`src/source/oled_pkg.sv`:
```
// oled package
// shared sizes, host and byte structs, and the SSD1306 power-up command table
// for a 128x64 panel in horizontal addressing mode
package oled_pkg;

  localparam int VRAM_DEPTH = 1024;  // 128 columns x 8 pages
  localparam int VRAM_AW    = 10;
  localparam int INIT_LEN   = 25;

  localparam logic [7:0] CTRL_CMD  = 8'h00;  // Co=0, D/C#=0
  localparam logic [7:0] CTRL_DATA = 8'h40;  // Co=0, D/C#=1

  localparam logic [7:0] INIT_CMDS [INIT_LEN] = '{
    8'hAE,                // display off
    8'hA8, 8'h3F,         // mux ratio 64
    8'h40,                // start line 0
    8'hA0,                // segment remap off
    8'hC0,                // com scan normal
    8'hDA, 8'h12,         // com pin config
    8'h81, 8'h7F,         // contrast
    8'hA4,                // follow ram content
    8'hA6,                // normal, not inverted
    8'hD5, 8'h80,         // osc freq and clock ratio
    8'h20, 8'h00,         // horizontal addressing
    8'h21, 8'h00, 8'h7F,  // columns 0..127
    8'h22, 8'h00, 8'h07,  // pages 0..7
    8'h8D, 8'h14,         // charge pump on
    8'hAF                 // display on
  };

  // host access to the video memory
  typedef struct packed {
    logic [VRAM_AW-1:0] addr;
    logic [7:0]         wdata;
    logic               we;
  } host_req_t;

  // one byte handed to the i2c master
  typedef struct packed {
    logic [7:0] data;
    logic       last;  // stop after this byte
  } i2c_byte_t;

endpackage
```
`src/source/oled_i2c_byte.sv`:
```
`timescale 1ns/1ps
// i2c byte master
// sends start, 8 data bits msb first, checks the ack bit and ends with stop
// after a last byte or a nack; a following byte is chained without a stop
module oled_i2c_byte import oled_pkg::*; #(
  parameter int CLK_DIV = 25
) (
  input  logic      w_clk,
  input  logic      rst,
  input  i2c_byte_t i_byte,
  input  logic      i_byte_valid,
  input  logic      i_sda,
  output logic      o_need,
  output logic      o_nack,
  output logic      o_busy,
  output logic      o_scl,
  output logic      o_sda_low
);

  localparam int DW = (CLK_DIV > 1) ? $clog2(CLK_DIV) : 1;

  typedef enum logic [2:0] {S_IDLE, S_START, S_SEND, S_ACK, S_STOP} state_t;

  state_t        r_state;
  logic [DW-1:0] r_div;   // clock-enable divider
  logic [1:0]    r_q;     // quarter within the bit
  logic [2:0]    r_bit;
  logic [7:0]    r_sh;
  logic          r_last;
  logic          r_have;  // next byte already taken in ack phase
  logic          r_bad;   // ack bit was high
  logic          w_tick;

  assign w_tick = (r_div == DW'(CLK_DIV - 1));
  assign o_busy = (r_state != S_IDLE);
  assign o_need = (r_state == S_IDLE) ||
                  (r_state == S_ACK && !r_last && !r_have && !r_bad);

  always_ff @(posedge w_clk) begin
    if (rst || r_state == S_IDLE || w_tick) begin
      r_div <= '0;
    end else begin
      r_div <= r_div + 1'b1;
    end
  end

  // shift register, loaded on every accepted byte
  always_ff @(posedge w_clk) begin
    if (i_byte_valid) begin
      r_sh <= i_byte.data;
    end else if (r_state == S_SEND && w_tick && r_q == 2'd3) begin
      r_sh <= {r_sh[6:0], 1'b1};
    end
  end

  always_ff @(posedge w_clk) begin
    if (rst) begin
      r_state   <= S_IDLE;
      r_q       <= '0;
      r_bit     <= '0;
      r_last    <= 1'b0;
      r_have    <= 1'b0;
      r_bad     <= 1'b0;
      o_nack    <= 1'b0;
      o_scl     <= 1'b1;
      o_sda_low <= 1'b0;
    end else begin
      o_nack <= 1'b0;
      if (i_byte_valid) begin
        r_last <= i_byte.last;
        if (r_state == S_ACK) r_have <= 1'b1;
      end
      case (r_state)
        S_IDLE: begin
          r_q <= '0;
          if (i_byte_valid) begin
            r_state   <= S_START;
            o_sda_low <= 1'b1;  // start, SDA falls with SCL high
          end
        end
        S_START: if (w_tick) begin
          r_q <= r_q + 1'b1;
          if (r_q == 2'd1) o_scl <= 1'b0;
          if (r_q == 2'd3) begin
            r_state   <= S_SEND;
            r_bit     <= '0;
            o_sda_low <= !r_sh[7];
          end
        end
        S_SEND: if (w_tick) begin
          r_q <= r_q + 1'b1;
          if (r_q == 2'd0) o_scl <= 1'b1;
          if (r_q == 2'd2) o_scl <= 1'b0;
          if (r_q == 2'd3) begin
            if (r_bit == 3'd7) begin
              r_state   <= S_ACK;
              r_bad     <= 1'b0;
              o_sda_low <= 1'b0;  // release for the slave ack
            end else begin
              r_bit     <= r_bit + 1'b1;
              o_sda_low <= !r_sh[6];
            end
          end
        end
        S_ACK: if (w_tick) begin
          if (r_q != 2'd3) r_q <= r_q + 1'b1;
          if (r_q == 2'd0) o_scl <= 1'b1;
          if (r_q == 2'd2) begin
            o_scl <= 1'b0;
            if (i_sda) begin
              r_bad  <= 1'b1;
              o_nack <= 1'b1;
            end
          end
          if (r_q == 2'd3) begin
            if (r_bad || (r_last && !r_have)) begin
              r_state   <= S_STOP;
              r_have    <= 1'b0;
              r_q       <= '0;
              o_sda_low <= 1'b1;
            end else if (r_have) begin
              r_state   <= S_SEND;
              r_have    <= 1'b0;
              r_bit     <= '0;
              r_q       <= '0;
              o_sda_low <= !r_sh[7];
            end
            // otherwise hold SCL low until the next byte arrives
          end
        end
        S_STOP: if (w_tick) begin
          r_q <= r_q + 1'b1;
          if (r_q == 2'd0) o_scl <= 1'b1;
          if (r_q == 2'd2) o_sda_low <= 1'b0;  // stop, SDA rises with SCL high
          if (r_q == 2'd3) r_state <= S_IDLE;
        end
        default: r_state <= S_IDLE;
      endcase
    end
  end

endmodule

```
`config.mk`:
```
export PLATFORM = sky130hd
export DESIGN_NAME = oled_i2c_byte
export DESIGN_NICKNAME = d
export VERILOG_FILES = /design/src/source/oled_pkg.sv /design/src/source/oled_i2c_byte.sv
export SDC_FILE = /design/constraint.sdc
export NUM_CORES = 1
export LEC_CHECK = 0
export BUFFER_PORTS_ARGS = -buffer_cell sky130_fd_sc_hd__buf_2
export CORE_MARGIN = 5
export CORE_UTILIZATION = 40
export CTS_BUF_LIST = sky130_fd_sc_hd__clkbuf_4
export DETAILED_ROUTE_END_ITERATION = 6
export PLACE_DENSITY_LB_ADDON = 0.1
export SETUP_SLACK_MARGIN = 0.02
export SYNTH_ARGS = -nofsm -noshare
export SYNTH_HDL_FRONTEND = slang
export SYNTH_SLANG_ARGS = --single-unit
```
`constraint.sdc`:
```
create_clock -name w_clk -period 4.25 [get_ports w_clk]
set_clock_uncertainty 0.15 [all_clocks]
set_input_delay 0.425 -clock w_clk [delete_from_list [all_inputs] [get_ports w_clk]]
set_output_delay 0.425 -clock w_clk [all_outputs]
set_load 0.1 [all_outputs]
```
==> results.md <==
- Setup TNS: 0 ps
- Synth Area in Compound Gates: 23.3%
- Row Count: 22
- RD Place Congestion: 0.805
- LEAKAGE: 0.598 nW
- Most used DFF post-synth: dfxtp_1
- Area growth from synthesis to layout: 7.97%
- R2R cell count: 6
- Resized cells post-CTS: 0
- Die area: 5280 um^2
- Net count after synthesis: between 150 and 200
- Die width: 72.6 um
- Synth Register Bits: 27
- Area occupied by multi-input gates: roughly 870 um^2
- Synth top cells by count: dfxtp_1 (19), a21oi_1 (15), nor2_1 (14)
- Critical Path End Type: output port
- Final Max Slew Viols: 0
- Critical path peak fanout: 20
- Total Power: 0.000774 W
- Post-DP HPWL: 2.48 mm
- Synth Cell Area: 1570 um^2
- RSZ-0062 raised after global routing: no
- Maximum clock path buffer count: 2
- CTS tree: built
- Worst slew pin tran: 629 ps
- R2r setup slk: 2090 ps
- Synth top area cells: dfxtp_1 (24%), edfxtp_1 (15%), ha_1 (6.4%)
- Max-slew headroom: 58.0%
- Register area share after synthesis: 39.6%
- Crit path kind: flop to output port
- Unique masters post-synth: between 40 and 50
- Die H: 72.6 um
- Worst skew pair latency: about 330 ps
- Filler Cells Inserted: 395
- DRC Markers: 0
- Root Buffer: clkbuf_4
- Initial antenna violation count: 0
- Routed wire length: ~3.3 mm
- Synthesized area per cell: 9.45 um^2
- Antenna diodes: 0
- Syn Inst Count: between 150 and 200
- Max Freq: 381 MHz
- WHS: 178 ps
- Core box area: 3740 um^2
- Synth Warn #: 0
- Final cycle utilization of the critical path: 61.8%
- Status: completed
- Post-CTS Setup Inserts: 0
- Post-Synth Adder-Cell Area: between 6 and 7%
- Largest net degree at the start of global routing: 22
- Input/output buffers: 17
- DR vias/cell: 5.56
- Gr usage total: 13.2%
- Setup-failing EPs final: 0
- Vias in the first global route: roughly 1200
- Worst EP arrival: 2050 ps
- Max-Cap Viols: 0
- Hold buffer count at cts: 0
- Max VDD drop: 0.177 mV
- Critical path's most frequent cell: nand2_1
- Minimum clock period: 2630 ps
- Number of synthesized flops with an enable pin: 8
- Top-area cell type share of the netlist area: about 24%
- Startpoint types: flop
- Worst hold stages: 3
- XOR/XNOR share of the synthesized area: under 10%
- Slowest stage cell, crit path: dfxtp_1
- Share of cells above drive strength 1: 19.7%
- 1st-iter DRT viols: about 130
- Largest family of logic cells by synthesized area: compound AO/OA/AOI/OAI gates
- CP Cell Sequence: and3b_1, nand2_1, nand2_1, buf_2
- I/O pin count: 18
- Simple logic cell fraction of the synthesized area: 17.2%
- Cell Pwr Density: 457 nW/um^2
- Gr ovfl total: 0
- Starting Density: 41.9%
- H-tree depth: 1
- Global-route wire length before repair: 5.63 mm
- CP Data Required Time: 3670 ps
- Num Clock Sinks: 27
- Reg area: 621 um^2
- Post-synth ARST share: 0%
- Top-count cell post-synth: dfxtp_1
- Nets: 200
- Final Hold Vio Count: 0
- Avg WL per Cell: 14.6 um
- Vias: about 1300
- CTS clk-pin slew, worst paths: 160 ps
- Mux cell area share after synthesis: 6.94%
- Detail Route Antenna Nets: 0
- 1st-pass router iterations: 4
- Synth area leader: dfxtp_1
- TritonCTS Buffers: 3
- Hold crit path type: input pin to flop
- Max incr delay on CP: 720 ps
- Post-route core utilization: 45.3%
==> cells in the final DEF, fill, tap and decap left out, types with 2 or more instances in the layout <==
cell type  synthesis  layout
edfxtp_1           8       8
nor3_1             3       3
nand2_1            6       6
nand2b_1           3       3
or2_1              2       2
nand4_1            2       2
mux2_2             7       7
nor2_1            14      14
dfxtp_1           19      19
ha_1               8       8
a211oi_1           2       2
xor2_1             2       2
clkbuf_4           0       3
buf_2              5      17
inv_1              7       7
nor4_1             2       2
o41ai_1            4       4
a21oi_1           15      15
nand3_1            4       4
o21ai_0           13      13
nor2b_1            4       4
o21ai_1            2       2
mux2i_1            3       3
o211ai_1           5       5
==> final timing paths <==
kind                   start    endpoint
hold reg to reg     r_div[0]    r_div[0]
setup / recovery  r_state[1]      o_need
setup reg to reg    r_div[0]  r_state[1]
hold / removal     i_byte[0]      r_last
==> report_power, final <==
part	switching (W)	internal [W]	total (W)	leakage [nW]
sequential	0.0000352	0.000287	0.000323	0.232
clock	0.0000769	0.0000353	0.000112	0.0177
combinational	0.000245	0.0000935	0.000339	0.348
total	0.000357	0.000416	0.000774	0.598
==> metal layers <==
metal	up-vias	share of wire [%]	track usage (%)
met2	19	48	22.2
li1	644	-	-
met4	0	0.45	3.07
met5	-	0	0
met1	592	48	18.0
met3	2	3.2	1.79
==> kinds of logic after synthesis <==
family	after synthesis
compound gates	53
xor+xnor	3
fa+ha+maj	8
buf+inv	17
flops	27
mux	10
simple gates	48
==> through the flow <==
stage	std cells	area (um^2)	worst slack, ps
2_1_floorplan	166	1570	1540
3_3_place_gp	222	1670	2060
3_5_place_dp	222	1670	2030
4_1_cts	226	1690	1640
5_1_grt	226	1690	1460
6_report	226	1690	1620
==> sequential cells by signal, indices dropped and copies added, names as in the netlist <==
| signal | flops |
|---|---|
| r_q | 2 |
| o_nack | 1 |
| r_last | 1 |
| o_scl | 1 |
| r_div | 5 |
| r_bit | 3 |
| r_have | 1 |
| o_sda_low | 1 |
| r_sh | 8 |
| r_bad | 1 |
| r_state | 3 |
==> critical path: cells and delay by family, from the launching register on <==
| kind | cells | cell delay [ps] |
|---|---|---|
| buffers and inverters | 1 | 420 |
| and+or+nand+nor | 3 | 590 |
| DFF | 1 | 720 |
==> final cells by class <==
class | count | share of cell area (%)
Clock buffer | 3 | 1.33
Timing Repair Buffer | 17 | 5.02
Clock inverter | 1 | 0.295
Sequential cell | 27 | 36.6
Multi-Input combinational cell | 122 | 51.4
Tap cell | 48 | 3.55
Inverter | 8 | 1.77
No activity file was read; power rests on OpenSTA's default activity.
