File: config.mk
export PLATFORM = sky130hd
export DESIGN_NAME = oled_sequencer
export DESIGN_NICKNAME = d
export VERILOG_FILES = /design/src/source/oled_pkg.sv /design/src/source/oled_sequencer.sv
export SDC_FILE = /design/constraint.sdc
export NUM_CORES = 1
export LEC_CHECK = 0
export ABC_AREA = 1
export BUFFER_PORTS_ARGS = -buffer_cell sky130_fd_sc_hd__buf_2
export CAP_MARGIN = 20
export CORE_MARGIN = 8
export CORE_UTILIZATION = 40
export CTS_CLUSTER_DIAMETER = 50
export DETAILED_ROUTE_END_ITERATION = 10
export PLACE_DENSITY = 0.67
export SYNTH_ARGS = -nofsm -noshare
export SYNTH_HDL_FRONTEND = slang
export SYNTH_SLANG_ARGS = --single-unit
File: constraint.sdc
create_clock -name w_clk -period 2.3 [get_ports w_clk]
set_input_delay 0.23 -clock w_clk [delete_from_list [all_inputs] [get_ports w_clk]]
set_output_delay 0.23 -clock w_clk [all_outputs]
set_load 0.01 [all_outputs]
File: src/source/oled_pkg.sv
// oled package
// shared sizes, host and byte structs, and the SSD1306 power-up command table
// for a 128x64 panel in horizontal addressing mode
package oled_pkg;

  localparam int VRAM_DEPTH = 1024;  // 128 columns x 8 pages
  localparam int VRAM_AW    = 10;
  localparam int INIT_LEN   = 25;

  localparam logic [7:0] CTRL_CMD  = 8'h00;  // Co=0, D/C#=0
  localparam logic [7:0] CTRL_DATA = 8'h40;  // Co=0, D/C#=1

  localparam logic [7:0] INIT_CMDS [INIT_LEN] = '{
    8'hAE,                // display off
    8'hA8, 8'h3F,         // mux ratio 64
    8'h40,                // start line 0
    8'hA0,                // segment remap off
    8'hC0,                // com scan normal
    8'hDA, 8'h12,         // com pin config
    8'h81, 8'h7F,         // contrast
    8'hA4,                // follow ram content
    8'hA6,                // normal, not inverted
    8'hD5, 8'h80,         // osc freq and clock ratio
    8'h20, 8'h00,         // horizontal addressing
    8'h21, 8'h00, 8'h7F,  // columns 0..127
    8'h22, 8'h00, 8'h07,  // pages 0..7
    8'h8D, 8'h14,         // charge pump on
    8'hAF                 // display on
  };

  // host access to the video memory
  typedef struct packed {
    logic [VRAM_AW-1:0] addr;
    logic [7:0]         wdata;
    logic               we;
  } host_req_t;

  // one byte handed to the i2c master
  typedef struct packed {
    logic [7:0] data;
    logic       last;  // stop after this byte
  } i2c_byte_t;

endpackage
File: src/source/oled_sequencer.sv
`timescale 1ns/1ps
// oled transaction sequencer
// sends the init command transaction once, then repeats frame transactions
// of all 1024 vram bytes; a nacked transaction restarts from its address byte
module oled_sequencer import oled_pkg::*; #(
  parameter logic [6:0] I2C_ADDR = 7'h3C
) (
  input  logic               w_clk,
  input  logic               rst,
  input  logic               i_need,
  input  logic               i_nack,
  input  logic               i_busy,
  output i2c_byte_t          o_byte,
  output logic               o_byte_valid,
  output logic [VRAM_AW-1:0] o_scan_addr,
  input  logic [7:0]         i_scan_data,
  output logic               o_init_done
);

  localparam int IW = VRAM_AW + 1;  // address + control + 1024 payload

  typedef enum logic {S_SEND, S_WAIT} state_t;

  state_t        r_state;
  logic          r_frame;  // 0 init, 1 frame
  logic          r_retry;  // repeat the current transaction
  logic [IW-1:0] r_idx;    // byte position in the transaction
  logic [4:0]    w_cmd_sel;
  logic [IW-1:0] w_last_idx;
  logic [7:0]    w_payload;

  assign w_cmd_sel  = 5'(r_idx - IW'(2));
  assign w_last_idx = r_frame ? IW'(VRAM_DEPTH + 1) : IW'(INIT_LEN + 1);
  assign w_payload  = r_frame ? i_scan_data : INIT_CMDS[w_cmd_sel];

  always_comb begin
    if (r_idx == '0) begin
      o_byte.data = {I2C_ADDR, 1'b0};  // write
    end else if (r_idx == IW'(1)) begin
      o_byte.data = r_frame ? CTRL_DATA : CTRL_CMD;
    end else begin
      o_byte.data = w_payload;
    end
    o_byte.last = (r_idx == w_last_idx);
  end

  // offered as soon as the master asks, it drops need the next cycle
  assign o_byte_valid = i_need && (r_state == S_SEND);

  always_ff @(posedge w_clk) begin
    if (rst) begin
      r_state     <= S_WAIT;
      r_retry     <= 1'b1;  // first pass starts the init transaction
      r_frame     <= 1'b0;
      r_idx       <= '0;
      o_scan_addr <= '0;
      o_init_done <= 1'b0;
    end else begin
      case (r_state)
        S_SEND: begin
          if (i_nack) begin
            r_state <= S_WAIT;
            r_retry <= 1'b1;
          end else if (o_byte_valid) begin
            r_idx <= r_idx + 1'b1;
            if (r_frame && r_idx >= IW'(2)) begin
              o_scan_addr <= o_scan_addr + 1'b1;  // prefetch next vram byte
            end
            if (o_byte.last) begin
              r_state <= S_WAIT;
              r_retry <= 1'b0;
            end
          end
        end
        S_WAIT: begin
          if (i_nack) begin
            r_retry <= 1'b1;  // nack on the last byte
          end else if (!i_busy) begin
            r_state     <= S_SEND;
            r_idx       <= '0;
            o_scan_addr <= '0;
            if (!r_retry) begin
              r_frame     <= 1'b1;
              o_init_done <= 1'b1;
            end
          end
        end
        default: r_state <= S_WAIT;
      endcase
    end
  end

endmodule

==> impl_metrics.csv, run 1 <==
group,metric,value,unit
outcome,status,"complete, no violations",
finish,num_antenna_cells,0,
sta,setup_tns,0,ns
synthesis,synth_top_area_share,24.52,%
setup_path,critPathBufInv,4,
pwr,p_leak,1.036,nW
floorplanning,die_w,85.99,um
sta,tightest_slew,0.4901,ns
synthesis,syn_area,1959,sq um
drt,drcViolationCount,0,
finish,final_util,48.64,%
sta,slew_violations,0,
sta,fin_crit_sh,91.24,%
grt,antenna_found_initial,0,
drt,via_count,2143,
floorplanning,fp.dieArea,7394,sq um
cts,cts_buffers,3,
floorplanning,core_area,4723,sq um
synthesis,yosysSeqAreaShare,24.52,%
sta,hold_viol_final,0,
synthesis,syn-mean-instance-area,5.763,sq um
setup_path,startpoint_type,"flop",
finish,drive_gt1_share,16.84,%
grt,grt_pass1_wl,8680,um
setup_path,cp_cell_sequence,"inv_2 > ha_4 > inv_1 > nand2_1 > nand2_2 > inv_2 > nand2_1 > o21ai_1 > nand2_1 > nand2_1 > nand2_1 > nand2_1 > nand2_1 > buf_2",
cts,h-tree-depth,1,
placement,gp_congestion,0.9726,
synthesis,syn_nets,361,
sta,relSlewSlack,67.28,%
hold_path,min_path_type,"input port to flop",
sta,fin_crit,2.099,ns
run,drv_cap,0,
cts,cts_buffer_depth,2,
setup_path,slowest_delay,0.35,ns
placement,portBuffers,33,
pwr,vdd_drop_max,286.9,uV
cts,worstSkewPairLatency,0.27,ns
synthesis,synth-seq-cells,24,
cts,cts_hold_buf,0,
setup_path,slowest_stage,"dfxtp_2",
cts,cts_tree,"done",
drt,wire_per_inst,11.78,um
drt,drt_wl_total,5194,um
drt,firstDrtPassIters,4,
synthesis,synthDistinctLibCells,28,
grt,grt_pass1_vias,1945,
synthesis,syn_inst,340,
floorplanning,pin_count,34,
cts,clock-sinks,24,
floorplanning,num_rows,25,
drt,first_iter_violations,185,
grt,overflow,0,
setup_path,cp_common_cell,"nand2_1",
synthesis,yosysWarnings,0,
setup_path,critPathTopFamily,"simple AND/OR/NAND/NOR gates",
grt,grt_use_total,13.89,%
placement,pre_cts_ws,0.2801,ns
pwr,power_density,384.4,nW/um^2
sta,clock_skew,0.005369,ns
setup_path,critPathMaxFanout,10,
placement,hpwl,4071,um
floorplanning,chipHeight,85.99,um
finish,syn_to_final_growth,17.24,%
sta,rsz0062_at_grt,"false",
drt,vias_per_cell,4.859,
cts,clk_pin_slew,0.09,ns
drt,ant_nets,0,
cts,post_cts_resized,1,
sta,setup_viol,0,
sta,setup_slack,0.2015,ns
placement,dpl_cell_area,2202,sq um
setup_path,critPathRequiredTime,2.07,ns
cts,post-cts-setup-buffers,0,
setup_path,crit_arrival,1.87,ns
finish,design_area,2297,sq um
finish,layout.nets,396,
setup_path,worst-setup-path-type,"flop to primary output",
grt,grt_max_degree,17,
setup_path,end_kind,"primary output",
synthesis,synthTopCellsByArea,"dfxtp_1 25%, nand2_1 20%, nor2_1 9.4%, inv_1 7.3%, nand3_1 6.9%",
sta,max_freq,0.4765,GHz
synthesis,synth_top_area_cell,"dfxtp_1",
cts,clock-root-buffer,"clkbuf_8",
floorplanning,start_util,41.48,%
synth_stat cells, drive strengths merged:
cell,count
inv,43
or2,1
xor2,2
nand3,27
clkinv,1
buf,2
o211ai,4
nand2,108
o31ai,1
a31oi,2
nand4,6
o21ai,21
nor2,51
dfxtp,24
clkbuf,3
nor3,7
a21oi,25
xnor2,2
and3,1
ha,8
o21a,1
power by group:
| group | leakage [nW] | switching [mW] | internal (mW) |
|---|---|---|---|
| Sequential | 0.195 | 0.00775 | 0.419 |
| Clock | 0.0357 | 0.146 | 0.233 |
| Combinational | 0.805 | 0.0507 | 0.0262 |
| Total | 1.04 | 0.205 | 0.678 |
state kept, by name (all words and copies together) (netlist names):
register     count
r_retry          1
r_idx           11
r_state          1
o_scan_addr     10
r_frame          1
per-stage QoR:
stage	hold WS (ns)	total power [mW]	instances
global route	0.1961	0.9237	441
finish	0.1855	0.8829	441
floorplan	0.2991	0.4826	340
global placement	0.4355	0.5128	437
detailed placement	0.4357	0.5129	437
CTS	0.1831	0.8897	441
routing by layer:
| layer | track usage [%] | up-vias | wire [um] |
|---|---|---|---|
| met5 | 0 | - | 0 |
| met1 | 18.86 | 925 | 2658 |
| met4 | 3.503 | 0 | 51 |
| met2 | 21.69 | 56 | 2166 |
| li1 | - | 1155 | - |
| met3 | 2.674 | 7 | 317 |
logic make-up (layout without fill, tap and decap cells):
family / Yosys count / in the layout / share of synthesized area [%]
and+or+nand+nor: 201 / 201 / 43.61
buffers and inverters: 49 / 83 / 9.515
adders and majority gates: 8 / 8 / 5.109
AOI/OAI and AO/OA: 54 / 54 / 14.69
DFF: 24 / 24 / 24.52
xor gates and xnor gates: 4 / 4 / 2.554
layout by cell type (no fill, tap or decap), types with 3 or more instances in the layout:
cell type / netlist / layout
a21oi_1: 25 / 25
buf_2: 2 / 33
clkbuf_8: 0 / 3
dfxtp_1: 24 / 22
ha_1: 8 / 6
inv_1: 38 / 35
inv_2: 5 / 8
nand2_1: 103 / 103
nand2_2: 4 / 4
nand3_1: 27 / 27
nand4_1: 6 / 6
nor2_1: 49 / 49
nor3_1: 5 / 5
o211ai_1: 4 / 4
o21ai_0: 14 / 14
o21ai_1: 7 / 7
worst register-to-register path, cell delays in order, from the launching register on:
cell	delay [ns]
dfxtp_1	0.64
inv_2	0.16
nand2_1	0.11
nand2_2	0.15
nor2_4	0.17
nand2_1	0.08
nor2_2	0.11
nand2_1	0.08
nand2_1	0.06
nand2_1	0.04
nor2_1	0.08
cell type report:
| type | instances | area [sq um] |
|---|---|---|
| clock buffer | 3 | 41.29 |
| inverter | 44 | 165.2 |
| tap | 67 | 83.83 |
| fill | 479 | 2426 |
| timing repair buffer | 35 | 180.2 |
| clock inverter | 1 | 30.03 |
| sequential | 24 | 483.0 |
| multi-input combinational | 267 | 1314 |
final timing paths:
| check | start | end | slack, ns | depth (start not counted) |
|---|---|---|---|---|
| hold / removal | i_nack | r_retry$_SDFFE_PP1P_ | 0.19 | 3 |
| setup / recovery | r_idx[2]$_SDFFE_PP0P_ | o_byte[6] | 0.20 | 14 |
| setup reg to reg | r_state$_SDFF_PP1_ | r_idx[9]$_SDFFE_PP0P_ | 0.58 | 10 |
| hold reg to reg | r_retry$_SDFFE_PP1P_ | r_retry$_SDFFE_PP1P_ | 0.45 | 2 |
No activity file was read; power rests on OpenSTA's default activity.
==> run 2, diff against run 1 <==
--- a/config.mk
+++ b/config.mk
@@ -6,9 +6,10 @@
 export NUM_CORES = 1
 export LEC_CHECK = 0
 export ABC_AREA = 1
+export ABC_CLOCK_PERIOD_IN_PS = 2300
 export BUFFER_PORTS_ARGS = -buffer_cell sky130_fd_sc_hd__buf_2
 export CAP_MARGIN = 20
-export CORE_MARGIN = 8
+export CORE_MARGIN = 10
 export CORE_UTILIZATION = 40
 export CTS_CLUSTER_DIAMETER = 50
 export DETAILED_ROUTE_END_ITERATION = 10
==> run 2 against run 1 <==
Against the previous run:
- clock power hardly changed
- clock skew is 0.0017 ns lower
- register-to-register slack worse by 0.05 ns
- critical path depth is 5 lower
- largest cell class unchanged
- first-iteration DRC count is 18% lower
- combinational power hardly changed
- sequential share of layout area is 0.066 points lower
- sequential power hardly changed
- utilization hardly changed
- via count is 1.9% higher
- die area is 9.5% higher
- routed wire length is 2.2% higher
==> impl_metrics.csv, run 2 (synthesis results as in run 1) <==
group,metric,value,unit
hold_path,hold_start,"i_nack",
sta,fin_crit,2.115,ns
finish,mostFrequentLayoutCells,"103 x nand2_1, 49 x nor2_1, 36 x inv_1",
finish,regMostFlops,"r_idx",
finish,syn_to_final_growth,17.31,%
setup_path,reg2reg_depth,10,
floorplanning,fp.dieArea,8098,sq um
hold_path,min_path_type,"input port to flop",
grt,grt_util_met2,19.07,%
drt,vias_per_cell,4.950,
pwr,comb_power_share,8.7,%
cts,clk_pin_slew,0.09,ns
drt,first_iter_violations,151,
cts,h-tree-depth,1,
placement,gp_congestion,0.9519,
grt,grt_pass1_vias,1989,
finish,mostFrequentLayoutCell,"nand2_1",
grt,antenna_found_initial,0,
cts,cts_buffer_depth,2,
setup_path,crit_arrival,1.89,ns
cts,clock-sinks,24,
cts,cts_tree,"done",
sta,slew_violations,0,
floorplanning,start_util,41.48,%
floorplanning,core_area,4723,sq um
pwr,pwr-share-clk,42.9,%
run,drv_cap,0,
setup_path,worst-setup-path-type,"flop to primary output",
finish,num_antenna_cells,0,
sta,max_freq,0.4727,GHz
pwr,p_sw_share,23.22,%
sta,setup_tns,0,ns
sta,rsz0062_at_grt,"false",
drt,wire_per_inst,12.03,um
grt,overflow,0,
cts,cts_buffers,3,
drt,drt_wl_total,5306,um
sta,tightest_slew,0.5136,ns
setup_path,critPathRequiredTime,2.07,ns
sta,fin_crit_sh,91.97,%
sta,clock_skew,0.003645,ns
finish,layout.nets,396,
finish,largest_register_ffs,11,
grt,grtUsageMet1,18.09,%
finish,fill_cells,497,
grt,busiest_layer,"met2",
cts,clock-root-buffer,"clkbuf_8",
sta,hold_viol_final,0,
floorplanning,pin_count,34,
finish,drive_gt1_share,16.31,%
cts,worstSkewPairLatency,0.27,ns
placement,portBuffers,33,
grt,grt_use_total,12.81,%
drt,drcViolationCount,0,
pwr,power_density,384.3,nW/um^2
drt,firstDrtPassIters,5,
setup_path,end_kind,"primary output",
placement,dpl_cell_area,2202,sq um
floorplanning,die_w,89.99,um
pwr,p_sw,0.2051,mW
outcome,status,"complete, no violations",
grt,grt_max_degree,17,
sta,setup_viol,0,
floorplanning,chipHeight,89.99,um
pwr,seqPwrFrac,48.3,%
pwr,p_int,0.6782,mW
hold_path,min_path_cells,3,
setup_path,r2r-start,"r_state$_SDFF_PP1_",
finish,reg_top3,"r_idx: 11 flops, o_scan_addr: 10 flops",
placement,hpwl,4173,um
drt,ant_nets,0,
grt,grt_util_met3,2.328,%
setup_path,startpoint_type,"flop",
sta,relSlewSlack,65.71,%
grt,grt_pass1_wl,9232,um
finish,design_area,2298,sq um
setup_path,critPathMaxFanout,6,
drt,via_count,2183,
floorplanning,num_rows,25,
setup_path,crit_start,"r_idx[0]$_SDFFE_PP0P_",
pwr,vdd_drop_max,288.3,uV
pwr,p_leak,1.036,nW
-- run 2: changes by cell type in the layout (fill, tap and decap cells not counted) --
cell / change
dfxtp_1: +1
inv_4: +1
inv_2: -2
inv_1: +1
dfxtp_2: -1
-- run 2: final timing paths --
kind | end | slack, ns
max | o_byte[7] | 0.18
min | r_retry$_SDFFE_PP1P_ | 0.20
max reg2reg | r_idx[9]$_SDFFE_PP0P_ | 0.53
min reg2reg | r_retry$_SDFFE_PP1P_ | 0.46
-- run 2: power groups by stage --
stage / logic [mW] / registers (mW) / clock network, mW
after detailed placement: 0.0762 / 0.437 / 0
after global routing: 0.0873 / 0.428 / 0.397
final: 0.0771 / 0.427 / 0.379
after floorplan: 0.0473 / 0.435 / 0
after CTS: 0.0766 / 0.427 / 0.382
after global placement: 0.0763 / 0.437 / 0
-- run 2: timing repair --
| action | CTS | global route |
|---|---|---|
| resized for setup | 2 | 6 |
| hold buffers | 0 | 0 |
| setup buffers | 0 | 0 |
| setup endpoints to repair | 6 | 8 |
-- run 2: worst max-delay path, cell delays in order, from the launching register on --
cell      delay [ns]
dfxtp_1         0.33
inv_1           0.11
ha_1            0.34
or2_2           0.32
o21ai_0         0.09
o211ai_1        0.10
o21ai_1         0.10
nand2_1         0.06
nand2_1         0.05
buf_2           0.12
-- run 2: metal layers --
layer / wire, um / vias up
li1: - / 1156
met1: 2718 / 939
met2: 2174 / 79
met3: 332 / 9
met4: 80 / 0
met5: 0 / -
-- run 2: final cells by class --
type | instances | area (sq um) | area share, %
Clock inverter | 1 | 30.03 | 1.306
Inverter | 44 | 167.7 | 7.295
Timing Repair Buffer | 35 | 180.2 | 7.839
Tap cell | 67 | 83.83 | 3.647
Clock buffer | 3 | 41.29 | 1.796
Multi-Input combinational cell | 267 | 1314 | 57.16
Sequential cell | 24 | 481.7 | 20.96
-- run 2: metrics by stage --
step	worst slack, ns	util, %	std cells	total power, mW	hold slack (ns)
2_1_floorplan	0.3536	-	340	0.4826	0.2991
3_3_place_gp	0.2801	46.62	437	0.5130	0.4340
3_5_place_dp	0.2324	46.62	437	0.5129	0.4385
4_1_cts	0.08683	48.40	441	0.8860	0.1972
5_1_grt	0.02309	48.66	441	0.9128	0.2060
6_report	0.1846	48.66	441	0.8832	0.1956
==> run 3, diff against run 2 <==
--- a/config.mk
+++ b/config.mk
@@ -8,12 +8,12 @@
 export ABC_AREA = 1
 export ABC_CLOCK_PERIOD_IN_PS = 2300
 export BUFFER_PORTS_ARGS = -buffer_cell sky130_fd_sc_hd__buf_2
-export CAP_MARGIN = 20
 export CORE_MARGIN = 10
 export CORE_UTILIZATION = 40
 export CTS_CLUSTER_DIAMETER = 50
 export DETAILED_ROUTE_END_ITERATION = 10
 export PLACE_DENSITY = 0.67
+export RECOVER_POWER = 25
 export SYNTH_ARGS = -nofsm -noshare
 export SYNTH_HDL_FRONTEND = slang
 export SYNTH_SLANG_ARGS = --single-unit
==> run 3 against run 2 <==
Against the previous run:
- clock power hardly changed
- worst hold slack better by 0.00097 ns
- routed wire length is 0.40% lower
- utilization is 0.26 points lower
- clock-buffer cell count stayed put
- sequential cell count stayed put
- sequential share of layout area is 0.11 points higher
- setup slack better by 0.0021 ns
- die area stayed put
- combinational power is 0.5% lower
==> impl_metrics.csv, run 3 (synthesis results as in run 1) <==
group,metric,value,unit
outcome,status,"complete, no violations",
finish,num_antenna_cells,0,
finish,mostFrequentLayoutCell,"nand2_1",
sta,tightest_slew,0.5037,ns
placement,hpwl,4173,um
hold_path,min_path_cells,3,
floorplanning,fp.dieArea,8098,sq um
drt,wire_per_inst,11.98,um
setup_path,r2r-start,"r_state$_SDFF_PP1_",
floorplanning,start_util,41.48,%
drt,via_count,2162,
sta,rsz0062_at_grt,"false",
sta,relSlewSlack,66.26,%
setup_path,end_kind,"primary output",
finish,syn_to_final_growth,16.67,%
floorplanning,core_area,4723,sq um
run,drv_cap,0,
cts,h-tree-depth,1,
finish,layout.nets,396,
hold_path,holdPathEnd,"r_retry$_SDFFE_PP1P_",
cts,clock-root-buffer,"clkbuf_8",
cts,cts_tree,"done",
floorplanning,die_w,89.99,um
setup_path,reg2reg_depth,10,
finish,drive_gt1_share,13.64,%
sta,fin_crit,2.113,ns
drt,vias_per_cell,4.902,
setup_path,reg2reg_to,"r_idx[9]$_SDFFE_PP0P_",
pwr,vdd_drop_max,286.0,uV
placement,portBuffers,33,
finish,fill_cells,504,
finish,reg_top3,"r_idx: 11 flops, o_scan_addr: 10 flops",
sta,slew_violations,0,
sta,fin_crit_sh,91.88,%
grt,grt_pass1_wl,9232,um
setup_path,worst-setup-path-type,"flop to primary output",
grt,antenna_found_initial,0,
cts,clock-sinks,24,
grt,grt_use_total,12.81,%
cts,cts_buffer_depth,2,
finish,regMostFlops,"r_idx",
hold_path,hold_start,"i_nack",
finish,final_util,48.40,%
hold_path,min_path_type,"input port to flop",
cts,cts_hold_buf,0,
finish,mostFrequentLayoutCells,"103 x nand2_1, 49 x nor2_1, 36 x inv_1",
floorplanning,num_rows,25,
grt,grt_max_degree,17,
cts,post-cts-setup-buffers,0,
drt,drcViolationCount,0,
sta,setup_viol,0,
drt,firstDrtPassIters,4,
finish,largest_register_ffs,11,
floorplanning,pin_count,34,
setup_path,startpoint_type,"flop",
grt,grt_pass1_vias,1989,
pwr,p_leak,0.9923,nW
drt,drt_wl_total,5285,um
setup_path,critPathMaxFanout,6,
grt,overflow,0,
sta,setup_slack,0.1867,ns
placement,gp_congestion,0.9519,
sta,setup_tns,0,ns
placement,pre_cts_ws,0.2324,ns
setup_path,reg2reg_setup_slack,0.55,ns
floorplanning,chipHeight,89.99,um
pwr,power_density,385.2,nW/um^2
drt,ant_nets,0,
sta,hold_viol_final,0,
sta,max_freq,0.4732,GHz
drt,first_iter_violations,147,
setup_path,crit_arrival,1.88,ns
sta,holdWs,0.1966,ns
setup_path,critPathRequiredTime,2.07,ns
cts,clk_pin_slew,0.09,ns
cts,worstSkewPairLatency,0.27,ns
sta,clock_skew,0.001700,ns
cts,cts_buffers,3,
==> run 3: cell count changes in the layout (fill, tap and decap cells not counted), sizes merged <==
cell and delta:
clkbuf +10, buf -10
==> run 3: repair_timing <==
| action | in CTS | in global routing |
|---|---|---|
| resized for setup | 2 | 6 |
| hold endpoints to repair | 0 | 0 |
| endpoints found under the setup margin | 6 | 8 |
==> run 3: metal layers <==
| metal | part of all wire [%] | wire length [um] | vias to the layer above | GRT usage (%) |
|---|---|---|---|---|
| met3 | 5.4 | 284 | 9 | 2.328 |
| met2 | 42 | 2197 | 67 | 19.07 |
| met5 | 0 | 0 | - | 0 |
| met4 | 1.6 | 82 | 0 | 3.846 |
| li1 | - | - | 1154 | - |
| met1 | 51 | 2721 | 932 | 18.09 |
==> run 3: final cells by class <==
class	instances	area, sq um	share of cell area (%)
Clock inverter	1	30.03	1.314
Multi-Input combinational cell	267	1314	57.47
Tap cell	67	83.83	3.667
Inverter	44	167.7	7.334
Clock buffer	3	41.29	1.806
Timing Repair Buffer	35	167.7	7.334
Sequential cell	24	481.7	21.07
==> run 3: per-stage QoR <==
| step | instance area (sq um) | power (mW) | cells |
|---|---|---|---|
| after floorplan | 1959 | 0.4826 | 340 |
| after global placement | 2202 | 0.5130 | 437 |
| after detailed placement | 2202 | 0.5129 | 437 |
| after CTS | 2286 | 0.8860 | 441 |
| after global routing | 2286 | 0.9125 | 441 |
| final | 2286 | 0.8806 | 441 |
==> run 3: worst max-delay path by stage <==
stage / start / endpoint / slack, ns
after floorplan: r_idx[1]$_SDFFE_PP0P_ / o_byte[2] / 0.35
after detailed placement: r_idx[2]$_SDFFE_PP0P_ / o_byte[2] / 0.23
final: r_idx[0]$_SDFFE_PP0P_ / o_byte[7] / 0.19
after global placement: r_idx[2]$_SDFFE_PP0P_ / o_byte[2] / 0.28
after global routing: r_idx[1]$_SDFFE_PP0P_ / o_byte[4] / 0.02
after CTS: r_idx[2]$_SDFFE_PP0P_ / o_byte[6] / 0.09
==> run 3: power breakdown <==
part           total, mW  leakage [nW]  internal, mW  switching [mW]
sequential         0.427         0.194         0.419         0.00787
clock              0.377        0.0357         0.233           0.144
combinational     0.0767         0.762        0.0258          0.0509
==> run 3: worst max-delay path, stage by stage (launching register included) <==
cell and delay [ns]:
dfxtp_1 0.33, inv_1 0.11, ha_1 0.34, or2_2 0.32, o21ai_0 0.09, o211ai_1 0.10
o21ai_1 0.10, nand2_1 0.06, nand2_1 0.05, buf_2 0.12
